--- src/common/mem_stage_macros.svh ---
`ifndef MEM_STAGE_MACROS_SVH
`define MEM_STAGE_MACROS_SVH

// data path and address width
`define MEM_XLEN 64

// destination register number width
`define MEM_REGNO_W 5

// byte offset inside one doubleword
`define MEM_OFS_W 3

// bits per byte, used to turn byte offsets into bit shifts
`define MEM_BYTE_W 8

// field widths of the sub-word accesses
`define MEM_HALF_W 16
`define MEM_WORD_W 32

`endif

--- src/common/mem_stage_pkg.sv ---
`include "mem_stage_macros.svh"

package mem_stage_pkg;

  typedef logic [`MEM_XLEN-1:0] xlen_t;
  typedef logic [`MEM_REGNO_W-1:0] regno_t;
  typedef logic [`MEM_OFS_W-1:0] byte_ofs_t;

  typedef enum logic [3:0] {
    op_none,
    op_lb, op_lbu, op_lh, op_lhu, op_lw, op_lwu, op_ld,
    op_sb, op_sh, op_sw, op_sd
  } mem_op_t;

  typedef enum logic [1:0] {
    st_idle,
    st_read,
    st_write
  } ctrl_state_t;

  function automatic logic is_load(mem_op_t op);
    return op inside {op_lb, op_lbu, op_lh, op_lhu, op_lw, op_lwu, op_ld};
  endfunction

  function automatic logic is_store(mem_op_t op);
    return op inside {op_sb, op_sh, op_sw, op_sd};
  endfunction

  // sub-word stores go through a read-modify-write
  function automatic logic needs_rmw(mem_op_t op);
    return op inside {op_sb, op_sh, op_sw};
  endfunction

  // drops the offset bits below the access size
  function automatic byte_ofs_t align_ofs(mem_op_t op, byte_ofs_t ofs);
    case (op)
      op_lh, op_lhu, op_sh: return ofs & ~byte_ofs_t'(1);
      op_lw, op_lwu, op_sw: return ofs & ~byte_ofs_t'(3);
      op_ld, op_sd:         return '0;
      default:              return ofs;
    endcase
  endfunction

endpackage

--- src/rtl/load_align.sv ---
`include "mem_stage_macros.svh"

module load_align (
  input  mem_stage_pkg::mem_op_t   op,
  input  mem_stage_pkg::byte_ofs_t ofs,
  input  mem_stage_pkg::xlen_t     rdata,
  output mem_stage_pkg::xlen_t     value
);
  import mem_stage_pkg::*;

  byte_ofs_t ofs_al;
  xlen_t     field;   // addressed field moved down to bit 0

  assign ofs_al = align_ofs(op, ofs);
  assign field  = rdata >> {ofs_al, 3'b000};

  always_comb begin
    case (op)
      op_lb: begin
        value = {{(`MEM_XLEN-`MEM_BYTE_W){field[`MEM_BYTE_W-1]}},
                 field[`MEM_BYTE_W-1:0]};
      end
      op_lbu: begin
        value = {{(`MEM_XLEN-`MEM_BYTE_W){1'b0}}, field[`MEM_BYTE_W-1:0]};
      end
      op_lh: begin
        value = {{(`MEM_XLEN-`MEM_HALF_W){field[`MEM_HALF_W-1]}},
                 field[`MEM_HALF_W-1:0]};
      end
      op_lhu: begin
        value = {{(`MEM_XLEN-`MEM_HALF_W){1'b0}}, field[`MEM_HALF_W-1:0]};
      end
      op_lw: begin
        value = {{(`MEM_XLEN-`MEM_WORD_W){field[`MEM_WORD_W-1]}},
                 field[`MEM_WORD_W-1:0]};
      end
      op_lwu: begin
        value = {{(`MEM_XLEN-`MEM_WORD_W){1'b0}}, field[`MEM_WORD_W-1:0]};
      end
      op_ld:   value = rdata;   // whole doubleword
      default: value = '0;
    endcase
  end

endmodule

--- src/rtl/store_merge.sv ---
`include "mem_stage_macros.svh"

module store_merge (
  input  mem_stage_pkg::mem_op_t   op,
  input  mem_stage_pkg::byte_ofs_t ofs,
  input  mem_stage_pkg::xlen_t     rdata,
  input  mem_stage_pkg::xlen_t     store_value,
  output mem_stage_pkg::xlen_t     merged
);
  import mem_stage_pkg::*;

  byte_ofs_t ofs_al;
  xlen_t     size_mask;   // ones over the access size, at bit 0
  xlen_t     lane_mask;
  xlen_t     lane_data;

  assign ofs_al = align_ofs(op, ofs);

  always_comb begin
    case (op)
      op_sb:   size_mask = {{(`MEM_XLEN-`MEM_BYTE_W){1'b0}}, {`MEM_BYTE_W{1'b1}}};
      op_sh:   size_mask = {{(`MEM_XLEN-`MEM_HALF_W){1'b0}}, {`MEM_HALF_W{1'b1}}};
      op_sw:   size_mask = {{(`MEM_XLEN-`MEM_WORD_W){1'b0}}, {`MEM_WORD_W{1'b1}}};
      default: size_mask = '0;  // nothing replaced, rdata comes back as is
    endcase
  end

  assign lane_mask = size_mask << {ofs_al, 3'b000};
  assign lane_data = (store_value & size_mask) << {ofs_al, 3'b000};

  // keep the other bytes of the doubleword
  assign merged = (rdata & ~lane_mask) | lane_data;

endmodule

--- src/rtl/mem_ctrl.sv ---
`include "mem_stage_macros.svh"

module mem_ctrl (
  input  logic                   clk,
  input  logic                   reset,

  input  logic                   valid,
  input  mem_stage_pkg::mem_op_t op,
  input  mem_stage_pkg::xlen_t   addr,
  input  mem_stage_pkg::xlen_t   rs2_value,
  input  mem_stage_pkg::regno_t  rd_regno,
  input  logic                   update_rd,

  // from load_align and store_merge
  input  mem_stage_pkg::xlen_t   load_value,
  input  mem_stage_pkg::xlen_t   merged_value,

  input  logic                   wb_ack,

  output logic                   ready,
  output logic                   result_valid,
  output mem_stage_pkg::xlen_t   mdata,
  output mem_stage_pkg::xlen_t   alu_result_out,
  output mem_stage_pkg::regno_t  rd_regno_out,
  output logic                   update_rd_out,

  output logic                   wb_cyc,
  output logic                   wb_stb,
  output logic                   wb_we,
  output mem_stage_pkg::xlen_t   wb_adr,
  output mem_stage_pkg::xlen_t   wb_dat_w
);
  import mem_stage_pkg::*;

  ctrl_state_t state;
  ctrl_state_t state_nxt;
  xlen_t       merged_q;      // doubleword to write back for sb/sh/sw

  // next state
  always_comb begin
    state_nxt = state;
    case (state)
      st_idle: begin
        if (valid) begin
          if (is_load(op) || needs_rmw(op)) begin
            state_nxt = st_read;
          end else if (is_store(op)) begin
            state_nxt = st_write;   // sd writes without reading first
          end
        end
      end
      st_read: begin
        if (wb_ack) begin
          state_nxt = needs_rmw(op) ? st_write : st_idle;
        end
      end
      st_write: begin
        if (wb_ack) begin
          state_nxt = st_idle;
        end
      end
      default: state_nxt = st_idle;
    endcase
  end

  always_ff @(posedge clk) begin
    if (reset) begin
      state <= st_idle;
    end else begin
      state <= state_nxt;
    end
  end

  // accept: op_none at once, memory ops on their last ack
  always_comb begin
    case (state)
      st_idle:  ready = valid && !is_load(op) && !is_store(op);
      st_read:  ready = wb_ack && !needs_rmw(op);
      st_write: ready = wb_ack;
      default:  ready = 1'b0;
    endcase
  end

  // bus signals come from the state register only, so they hold until ack
  assign wb_cyc   = (state == st_read) || (state == st_write);
  assign wb_stb   = wb_cyc;
  assign wb_we    = (state == st_write);
  assign wb_adr   = {addr[`MEM_XLEN-1:`MEM_OFS_W], {`MEM_OFS_W{1'b0}}}; // doubleword aligned
  assign wb_dat_w = needs_rmw(op) ? merged_q : rs2_value;

  // capture the merged doubleword at the read ack
  always_ff @(posedge clk) begin
    if (state == st_read && wb_ack && needs_rmw(op)) begin
      merged_q <= merged_value;
    end
  end

  // output stage register
  always_ff @(posedge clk) begin
    if (reset) begin
      result_valid   <= 1'b0;
      mdata          <= '0;
      alu_result_out <= '0;
      rd_regno_out   <= '0;
      update_rd_out  <= 1'b0;
    end else begin
      result_valid <= ready;  // one cycle pulse per accepted op
      if (ready) begin
        mdata          <= is_load(op) ? load_value : '0;
        alu_result_out <= addr;
        rd_regno_out   <= rd_regno;
        update_rd_out  <= update_rd;
      end
    end
  end

endmodule

--- src/rtl/mem_stage.sv ---
`include "mem_stage_macros.svh"

module mem_stage (
  input  logic                   clk,
  input  logic                   reset,

  // pipeline side
  input  logic                   valid,
  input  mem_stage_pkg::mem_op_t op,
  input  mem_stage_pkg::xlen_t   addr,
  input  mem_stage_pkg::xlen_t   rs2_value,
  input  mem_stage_pkg::regno_t  rd_regno,
  input  logic                   update_rd,
  output logic                   ready,
  output logic                   result_valid,
  output mem_stage_pkg::xlen_t   mdata,
  output mem_stage_pkg::xlen_t   alu_result_out,
  output mem_stage_pkg::regno_t  rd_regno_out,
  output logic                   update_rd_out,

  // wishbone classic master
  output logic                   wb_cyc,
  output logic                   wb_stb,
  output logic                   wb_we,
  output mem_stage_pkg::xlen_t   wb_adr,
  output mem_stage_pkg::xlen_t   wb_dat_w,
  input  mem_stage_pkg::xlen_t   wb_dat_r,
  input  logic                   wb_ack
);
  import mem_stage_pkg::*;

  byte_ofs_t ofs;           // byte position inside the doubleword
  xlen_t     load_value;
  xlen_t     merged_value;

  assign ofs = addr[`MEM_OFS_W-1:0];

  mem_ctrl ctrl_i (
    .clk            (clk),
    .reset          (reset),
    .valid          (valid),
    .op             (op),
    .addr           (addr),
    .rs2_value      (rs2_value),
    .rd_regno       (rd_regno),
    .update_rd      (update_rd),
    .load_value     (load_value),
    .merged_value   (merged_value),
    .wb_ack         (wb_ack),
    .ready          (ready),
    .result_valid   (result_valid),
    .mdata          (mdata),
    .alu_result_out (alu_result_out),
    .rd_regno_out   (rd_regno_out),
    .update_rd_out  (update_rd_out),
    .wb_cyc         (wb_cyc),
    .wb_stb         (wb_stb),
    .wb_we          (wb_we),
    .wb_adr         (wb_adr),
    .wb_dat_w       (wb_dat_w)
  );

  // extraction works straight off the bus read data
  load_align align_i (
    .op    (op),
    .ofs   (ofs),
    .rdata (wb_dat_r),
    .value (load_value)
  );

  store_merge merge_i (
    .op          (op),
    .ofs         (ofs),
    .rdata       (wb_dat_r),
    .store_value (rs2_value),
    .merged      (merged_value)
  );

endmodule

--- config.mk ---
export PLATFORM = sky130hd
export DESIGN_NAME = mem_stage
export DESIGN_NICKNAME = d
export VERILOG_FILES = /design/src/common/mem_stage_pkg.sv /design/src/rtl/load_align.sv /design/src/rtl/store_merge.sv /design/src/rtl/mem_ctrl.sv /design/src/rtl/mem_stage.sv
export VERILOG_INCLUDE_DIRS = /design/src /design/src/common
export SDC_FILE = /design/constraint.sdc
export NUM_CORES = 1
export LEC_CHECK = 0
export BUFFER_PORTS_ARGS = -buffer_cell sky130_fd_sc_hd__buf_2
export CAP_MARGIN = 10
export CORE_AREA = 2 2 185 187
export DETAILED_ROUTE_END_ITERATION = 10
export DIE_AREA = 0 0 187 189
export SYNTH_ARGS = -nofsm -noshare
export SYNTH_HDL_FRONTEND = slang
export SYNTH_SLANG_ARGS = --single-unit
--- constraint.sdc ---
create_clock -name clk -period 7.7 [get_ports clk]
set_clock_uncertainty 0.05 [all_clocks]
set_input_delay 1.155 -clock clk [delete_from_list [all_inputs] [get_ports clk]]
set_output_delay 1.155 -clock clk [all_outputs]
set_load 0.01 [all_outputs]
==> metrics, run 1 <==
total routed wirelength=47000 um; Die Wd=around 190 um; # resized after CTS=0; first-pass GRT wire length=about 70000 um; CTS root buffer=clkbuf_16; TritonCTS Sinks=201; Clk Latency, worst-skew pair=0.51 ns; I/O pin total=approximately 470; Worst EP arrival=about 3.1 ns; top cell family by delay on the critical path=buffers and inverters; Final min period=4.29 ns; setup TNS=0 ns; Final Non-Filler Cells=2100; core box area=between 30000 and 40000 um2; worst slew pin tran=~1.2 ns; floorplan row count=67; Crit Path Class=in2out; Final Max Tran Viols=0; initial antenna violation count=2; number of global-route vias before repair=~11000; Final #Nets=roughly 1800; Startpoint Class=input port; most used cell, CP=buf_2; routed len/inst=~22 um; commonest cells after routing, fill and taps aside=buf_2 (469), nand2_1 (430), dfxtp_1 (137), a21oi_1 (102), edfxtp_1 (64); power density cells=around 240 nW/um2; total power=approximately 3.2 mW; Worst-path clk slew=roughly 0.060 ns; simple-gate share of the synthesized area=20.8%; Seq cells post-synth=approximately 200; 1st-pass router iterations=7; area grow syn2layout=27.4%; Worst Hold Path EP=ctrl_i.alu_result_out[13]$_SDFFE_PP0P_; number of cells after detailed placement=between 2000 and 2500; Hold Path Class=reg2reg; cell breakdown of the critical path=buf_2 -> or4_4 -> nand2_2 -> nand3_2 -> a21o_2 -> inv_2 -> buf_2; fraction of synthesized area in multiplexers=about 3.9%; period utilisation layout=a little under three fifths; Max Clk Rate=233 MHz; Max FO, Critical Path=34; data required time of the worst path=about 6.5 ns; count of final setup violators=0; HPWL Detailed=approximately 36000 um; Initial Util=31.9%; port bufs=roughly 470; hold buffers post-CTS=0; WP depth=7; Synth Area in Adders=0.471%; CP Buf/Inv Count=3; slowest stage delay, CP=0.55 ns; post-synthesis compound-gate area fraction=~22%; Peak VDD IR=155 uV; leakage power=between 6 and 7 nW; overall global routing resource usage=25.4%; worst hold start=ctrl_i.alu_result_out[13]$_SDFFE_PP0P_; Layout fillers=3505; Sequential Area=between 4000 and 5000 um2; Slew headroom=21.7%; Post CTS Setup Buffer Count=0; capture point of the worst reg-to-reg path=ctrl_i.mdata[57]$_SDFFE_PP0P_; DR DRC count=0; status=completed; Avg Cell Area, Syn=between 8 and 9 um2; CTS H-tree lvls=1; clock buffer count from CTS=23; unrepaired setup endpoints after global routing=false; worst reg-to-reg path cell count=10; dominant synthesized flop cell=dfxtp_1; die area=35300 um2; Vias/cell=about 5.3; antenna cells=0; Max Root-Sink Buffers=3; Yosys warnings=0; Vias=11000; Fin Hold WS=between 0.3 and 0.4 ns; synth unique cells=68; largest family of logic cells by synthesized area=compound AO/OA/AOI/OAI gates; reg2reg setup slack=4.41 ns; area of the multi-input gates=~5000 um2; ys async rst share=0%; reg2reg start=ctrl_i.state[1]$_SDFFE_PP0P_; Cell Area, Synth=about 11000 um2; post-synthesis sequential area ratio=43.9%; crit path capture type=output pin; commonest non-fill, non-tap cell in the layout=buf_2; hold path depth=2; Fin. Hold Viols=0; max_cap viols=0; Post-synth EDFFs=64; CP max-delay cell=or4_4; post-synthesis xor/xnor area fraction=less than 1%; Mapped Cells=1280; ANT nets after route=0; Post-Route Utilization=roughly two fifths; Die Ht=about 190 um; GR Overflow Total=0; final RePlAce weighted congestion=0.941; first-iteration detailed-routing DRC count=976; CTS tree=built; layout cell share with drive strength beyond 1=between 30 and 40%; pin count of the biggest net entering global routing=73
[layout make-up]
type                       instances  share of cell area (%)
inverter                          13                   0.360
sequential                       201                    34.4
timing repair buffer             483                    18.1
clock buffer                      33                    4.83
multi-input combinational        914                    37.2
clock inverter                     8                   0.914
tap                              448                    4.14
[stage by stage]
stage                     cell area (um2)  setup slack [ns]
after detailed placement            12800              3.15
after floorplan                     10600              3.50
after global routing                13500              3.27
after CTS                           13500              3.38
after global placement              12800              3.29
final                               13500              3.41
[cells in the mapped netlist (2+ instances only)]
cell type	count	share of area (%)
a211o_1	10	0.82
a211oi_1	5	0.35
a21o_1	8	0.56
a21oi_1	102	4.8
a221o_1	38	3.6
a22o_1	32	2.6
a22oi_1	23	1.6
a31oi_1	5	0.29
and2_1	4	0.24
and3_1	3	0.18
buf_1	2	0.071
buf_2	14	0.66
buf_4	69	4.9
buf_6	7	0.74
clkbuf_1	62	2.2
dfxtp_1	137	26
edfxtp_1	64	18
ha_1	4	0.47
inv_1	12	0.42
mux2_2	16	1.7
mux2i_1	23	2.2
nand2_1	431	15
nand2_2	2	0.12
nand2b_1	12	0.71
nand3_1	14	0.66
nand3b_1	3	0.21
nor2_1	35	1.2
nor2b_1	4	0.24
nor3_1	2	0.094
nor3b_1	7	0.49
o2111ai_1	7	0.58
o21ai_0	64	3.0
o21ai_1	4	0.19
o22ai_1	10	0.59
o2bb2ai_1	7	0.58
o311a_1	2	0.19
o311ai_4	2	0.49
or2_2	2	0.12
or3_1	2	0.12
xnor2_1	2	0.16
[kinds of logic after synthesis]
group / Yosys count
other: 1
and+or+nand+nor: 533
buffers and inverters: 167
AOI/OAI and AO/OA: 332
DFF: 201
muxes: 39
adders and majority gates: 4
xor gates and xnor gates: 3
[layer usage]
metal	up-vias	track usage (%)	part of all wire, %
met3	103	5.76	9.2
met2	637	44.3	49
met4	2	10.3	3.9
met1	5183	30.4	38
li1	5115	-	-
met5	-	0	0.015
[state kept, by name, indices dropped and copies added, names as in the netlist]
register / count
ctrl_i.update_rd_out: 1
ctrl_i.state: 2
ctrl_i.rd_regno_out: 5
ctrl_i.merged_q: 64
ctrl_i.result_valid: 1
ctrl_i.mdata: 64
ctrl_i.alu_result_out: 64
[tightest hold or removal path, cell delays in order, from the launching register on]
cell     delay (ns)
dfxtp_1        0.30
nand2_1        0.05
a21oi_1        0.05
[report_power, final]
group          internal (mW)  switching [mW]
Clock                  0.692           0.444
Sequential              1.20          0.0498
Combinational          0.287           0.561
[how the worst max path moves through the flow]
stage	slack (ns)	startpoint	endpoint
2_1_floorplan	3.50	op[2]	ctrl_i.merged_q[0]$_DFFE_PP_
3_3_place_gp	3.29	op[2]	ctrl_i.mdata[52]$_SDFFE_PP0P_
3_5_place_dp	3.15	op[2]	ctrl_i.mdata[41]$_SDFFE_PP0P_
4_1_cts	3.38	op[0]	ready
5_1_grt	3.27	op[0]	ready
6_report	3.41	op[1]	ready
Power figures use the tool's default switching activity.
==> inputs of run 2 (changes only) <==
--- a/config.mk
+++ b/config.mk
@@ -8,9 +8,9 @@
 export LEC_CHECK = 0
 export BUFFER_PORTS_ARGS = -buffer_cell sky130_fd_sc_hd__buf_2
 export CAP_MARGIN = 10
-export CORE_AREA = 2 2 185 187
+export CORE_AREA = 2 2 186 188
 export DETAILED_ROUTE_END_ITERATION = 10
-export DIE_AREA = 0 0 187 189
+export DIE_AREA = 0 0 188 190
 export SYNTH_ARGS = -nofsm -noshare
 export SYNTH_HDL_FRONTEND = slang
 export SYNTH_SLANG_ARGS = --single-unit
==> constraint.sdc (replaced) <==
create_clock -name clk -period 3.6 [get_ports clk]
set_clock_uncertainty 0.05 [all_clocks]
set_input_delay 0.54 -clock clk [delete_from_list [all_inputs] [get_ports clk]]
set_output_delay 0.54 -clock clk [all_outputs]
set_load 0.01 [all_outputs]
==> run 2 against run 1 <==
  * Clock power is 110% higher
  * Setup slack worse by 2.8 ns
  * Critical endpoint unchanged
  * Global-route usage hardly changed
  * Sequential share of layout area fell by 0.48 points
  * Total power is 110% higher
  * Flip-flop and latch count unchanged
  * Utilization shrank 0.23 points
  * First-iteration DRC count decreased by 2.4%
==> metrics, run 2 (synthesis gave the netlist of run 1 again) <==
status=completed; first-iteration detailed-routing DRC count=~950; most used cell, CP=inv_1; pin count of the biggest net entering global routing=68; Post CTS Setup Buffer Count=0; unrepaired setup endpoints after global routing=false; first-pass GRT wire length=a little under 70000 um; commonest non-fill, non-tap cell in the layout=buf_2; total power=a little under 7 mW; Final Max Tran Viols=0; Final #Nets=roughly 1900; DR DRC count=0; crit path capture type=output pin; Max FO, Critical Path=12; Vias=around 11000; cell breakdown of the critical path=inv_1 -> ha_1 -> inv_1 -> a21oi_1 -> o21ai_0 -> a21o_2 -> inv_2 -> buf_4 -> buf_2; Worst EP arrival=about 2.4 ns; data required time of the worst path=~3 ns; commonest cells after routing, fill and taps aside=buf_2 (469), nand2_1 (430), dfxtp_1 (137), a21oi_1 (102); Clk Latency, worst-skew pair=around 0.52 ns; floorplan row count=approximately 70; Slew headroom=around a third; Initial Util=a little under a third; die area=about 36000 um2; core box area=~34000 um2; Layout fillers=around 3500; worst slew pin tran=between 1 and 1.5 ns; Max Root-Sink Buffers=3; Vias/cell=between 5 and 6; top cell family by delay on the critical path=compound AO/OA/AOI/OAI gates; CTS tree=built; initial antenna violation count=3; CP Buf/Inv Count=5; Crit Path Class=reg2out; Fin. Hold Viols=0; final RePlAce weighted congestion=just over 0.9; layout cell share with drive strength beyond 1=roughly a third; hold buffers post-CTS=0; routed len/inst=22.4 um; Die Wd=around 190 um; total routed wirelength=between 40000 and 50000 um; CTS root buffer=clkbuf_16; Max Clk Rate=332 MHz; count of final setup violators=0; I/O pin total=473; leakage power=roughly 6.5 nW; Startpoint Class=flop; HPWL Detailed=roughly 37000 um; top flop regs=ctrl_i.alu_result_out x64, ctrl_i.mdata x64, ctrl_i.merged_q x64; port bufs=~470; slowest stage delay, CP=about 0.37 ns; TritonCTS Sinks=approximately 200; GR Overflow Total=0; reg2reg setup slack=0.72 ns; max_cap viols=0; # resized after CTS=0; Peak VDD IR=394 uV; Final min period=about 3.0 ns; CTS H-tree lvls=1; setup TNS=0 ns; clock buffer count from CTS=24; overall global routing resource usage=25.5%; number of global-route vias before repair=approximately 10000; Die Ht=around 190 um; Worst-path clk slew=roughly 0.060 ns; CP max-delay cell=o21ai_0; Hold Path Class=in2reg; 1st-pass router iterations=8; period utilisation layout=a little over four fifths; ANT nets after route=0; power density cells=502 nW/um2; area grow syn2layout=29.2%
## run 2: layout make-up
type	count	area (um2)	share of cell area, %
Multi-Input combinational cell	914	5040	36.7
Sequential cell	201	4660	33.9
Timing Repair Buffer	501	2640	19.2
Clock buffer	29	651	4.74
Tap cell	455	569	4.14
Clock inverter	15	124	0.902
Inverter	13	48.8	0.355
Antenna cell	1	2.50	0.0182
## run 2: worst min-delay path, cell delays in order
cell     delay (ns)
buf_2          0.09
nand2_1        0.05
a21oi_1        0.05
## run 2: routing by layer
metal  global-route usage, %  routed length [um]
met3                    6.00                4370
met2                    45.1               23400
met4                    8.00                1440
met5                       0                  27
met1                    30.5               18500
## run 2: through the flow
stage          cell area, um2  util (%)  worst slack [ns]  hold slack (ns)  std cells
5_1_grt                 13700      40.5             0.402            0.210       2128
4_1_cts                 13700      40.5             0.557            0.187       2128
6_report                13700      40.5             0.592            0.204       2129
2_1_floorplan           10600         -            0.0184            0.431       1282
3_5_place_dp            13000      38.2             0.195            0.393       2084
3_3_place_gp            13000      38.2             0.282            0.389       2084
## run 2: final timing paths
path,from,to,cells after the start
worst min-delay path,rd_regno[4],ctrl_i.rd_regno_out[4]$_SDFFE_PP0P_,3
worst max register to register,ctrl_i.state[1]$_SDFFE_PP0P_,ctrl_i.mdata[38]$_SDFFE_PP0P_,9
worst min register to register,ctrl_i.alu_result_out[17]$_SDFFE_PP0P_,ctrl_i.alu_result_out[17]$_SDFFE_PP0P_,2
worst max-delay path,ctrl_i.state[1]$_SDFFE_PP0P_,ready,9
## run 2: report_power, final
group	leakage (nW)	internal, mW	switching [mW]
clock	0.377	1.37	1.02
combinational	4.46	0.646	1.21
sequential	1.69	2.56	0.101
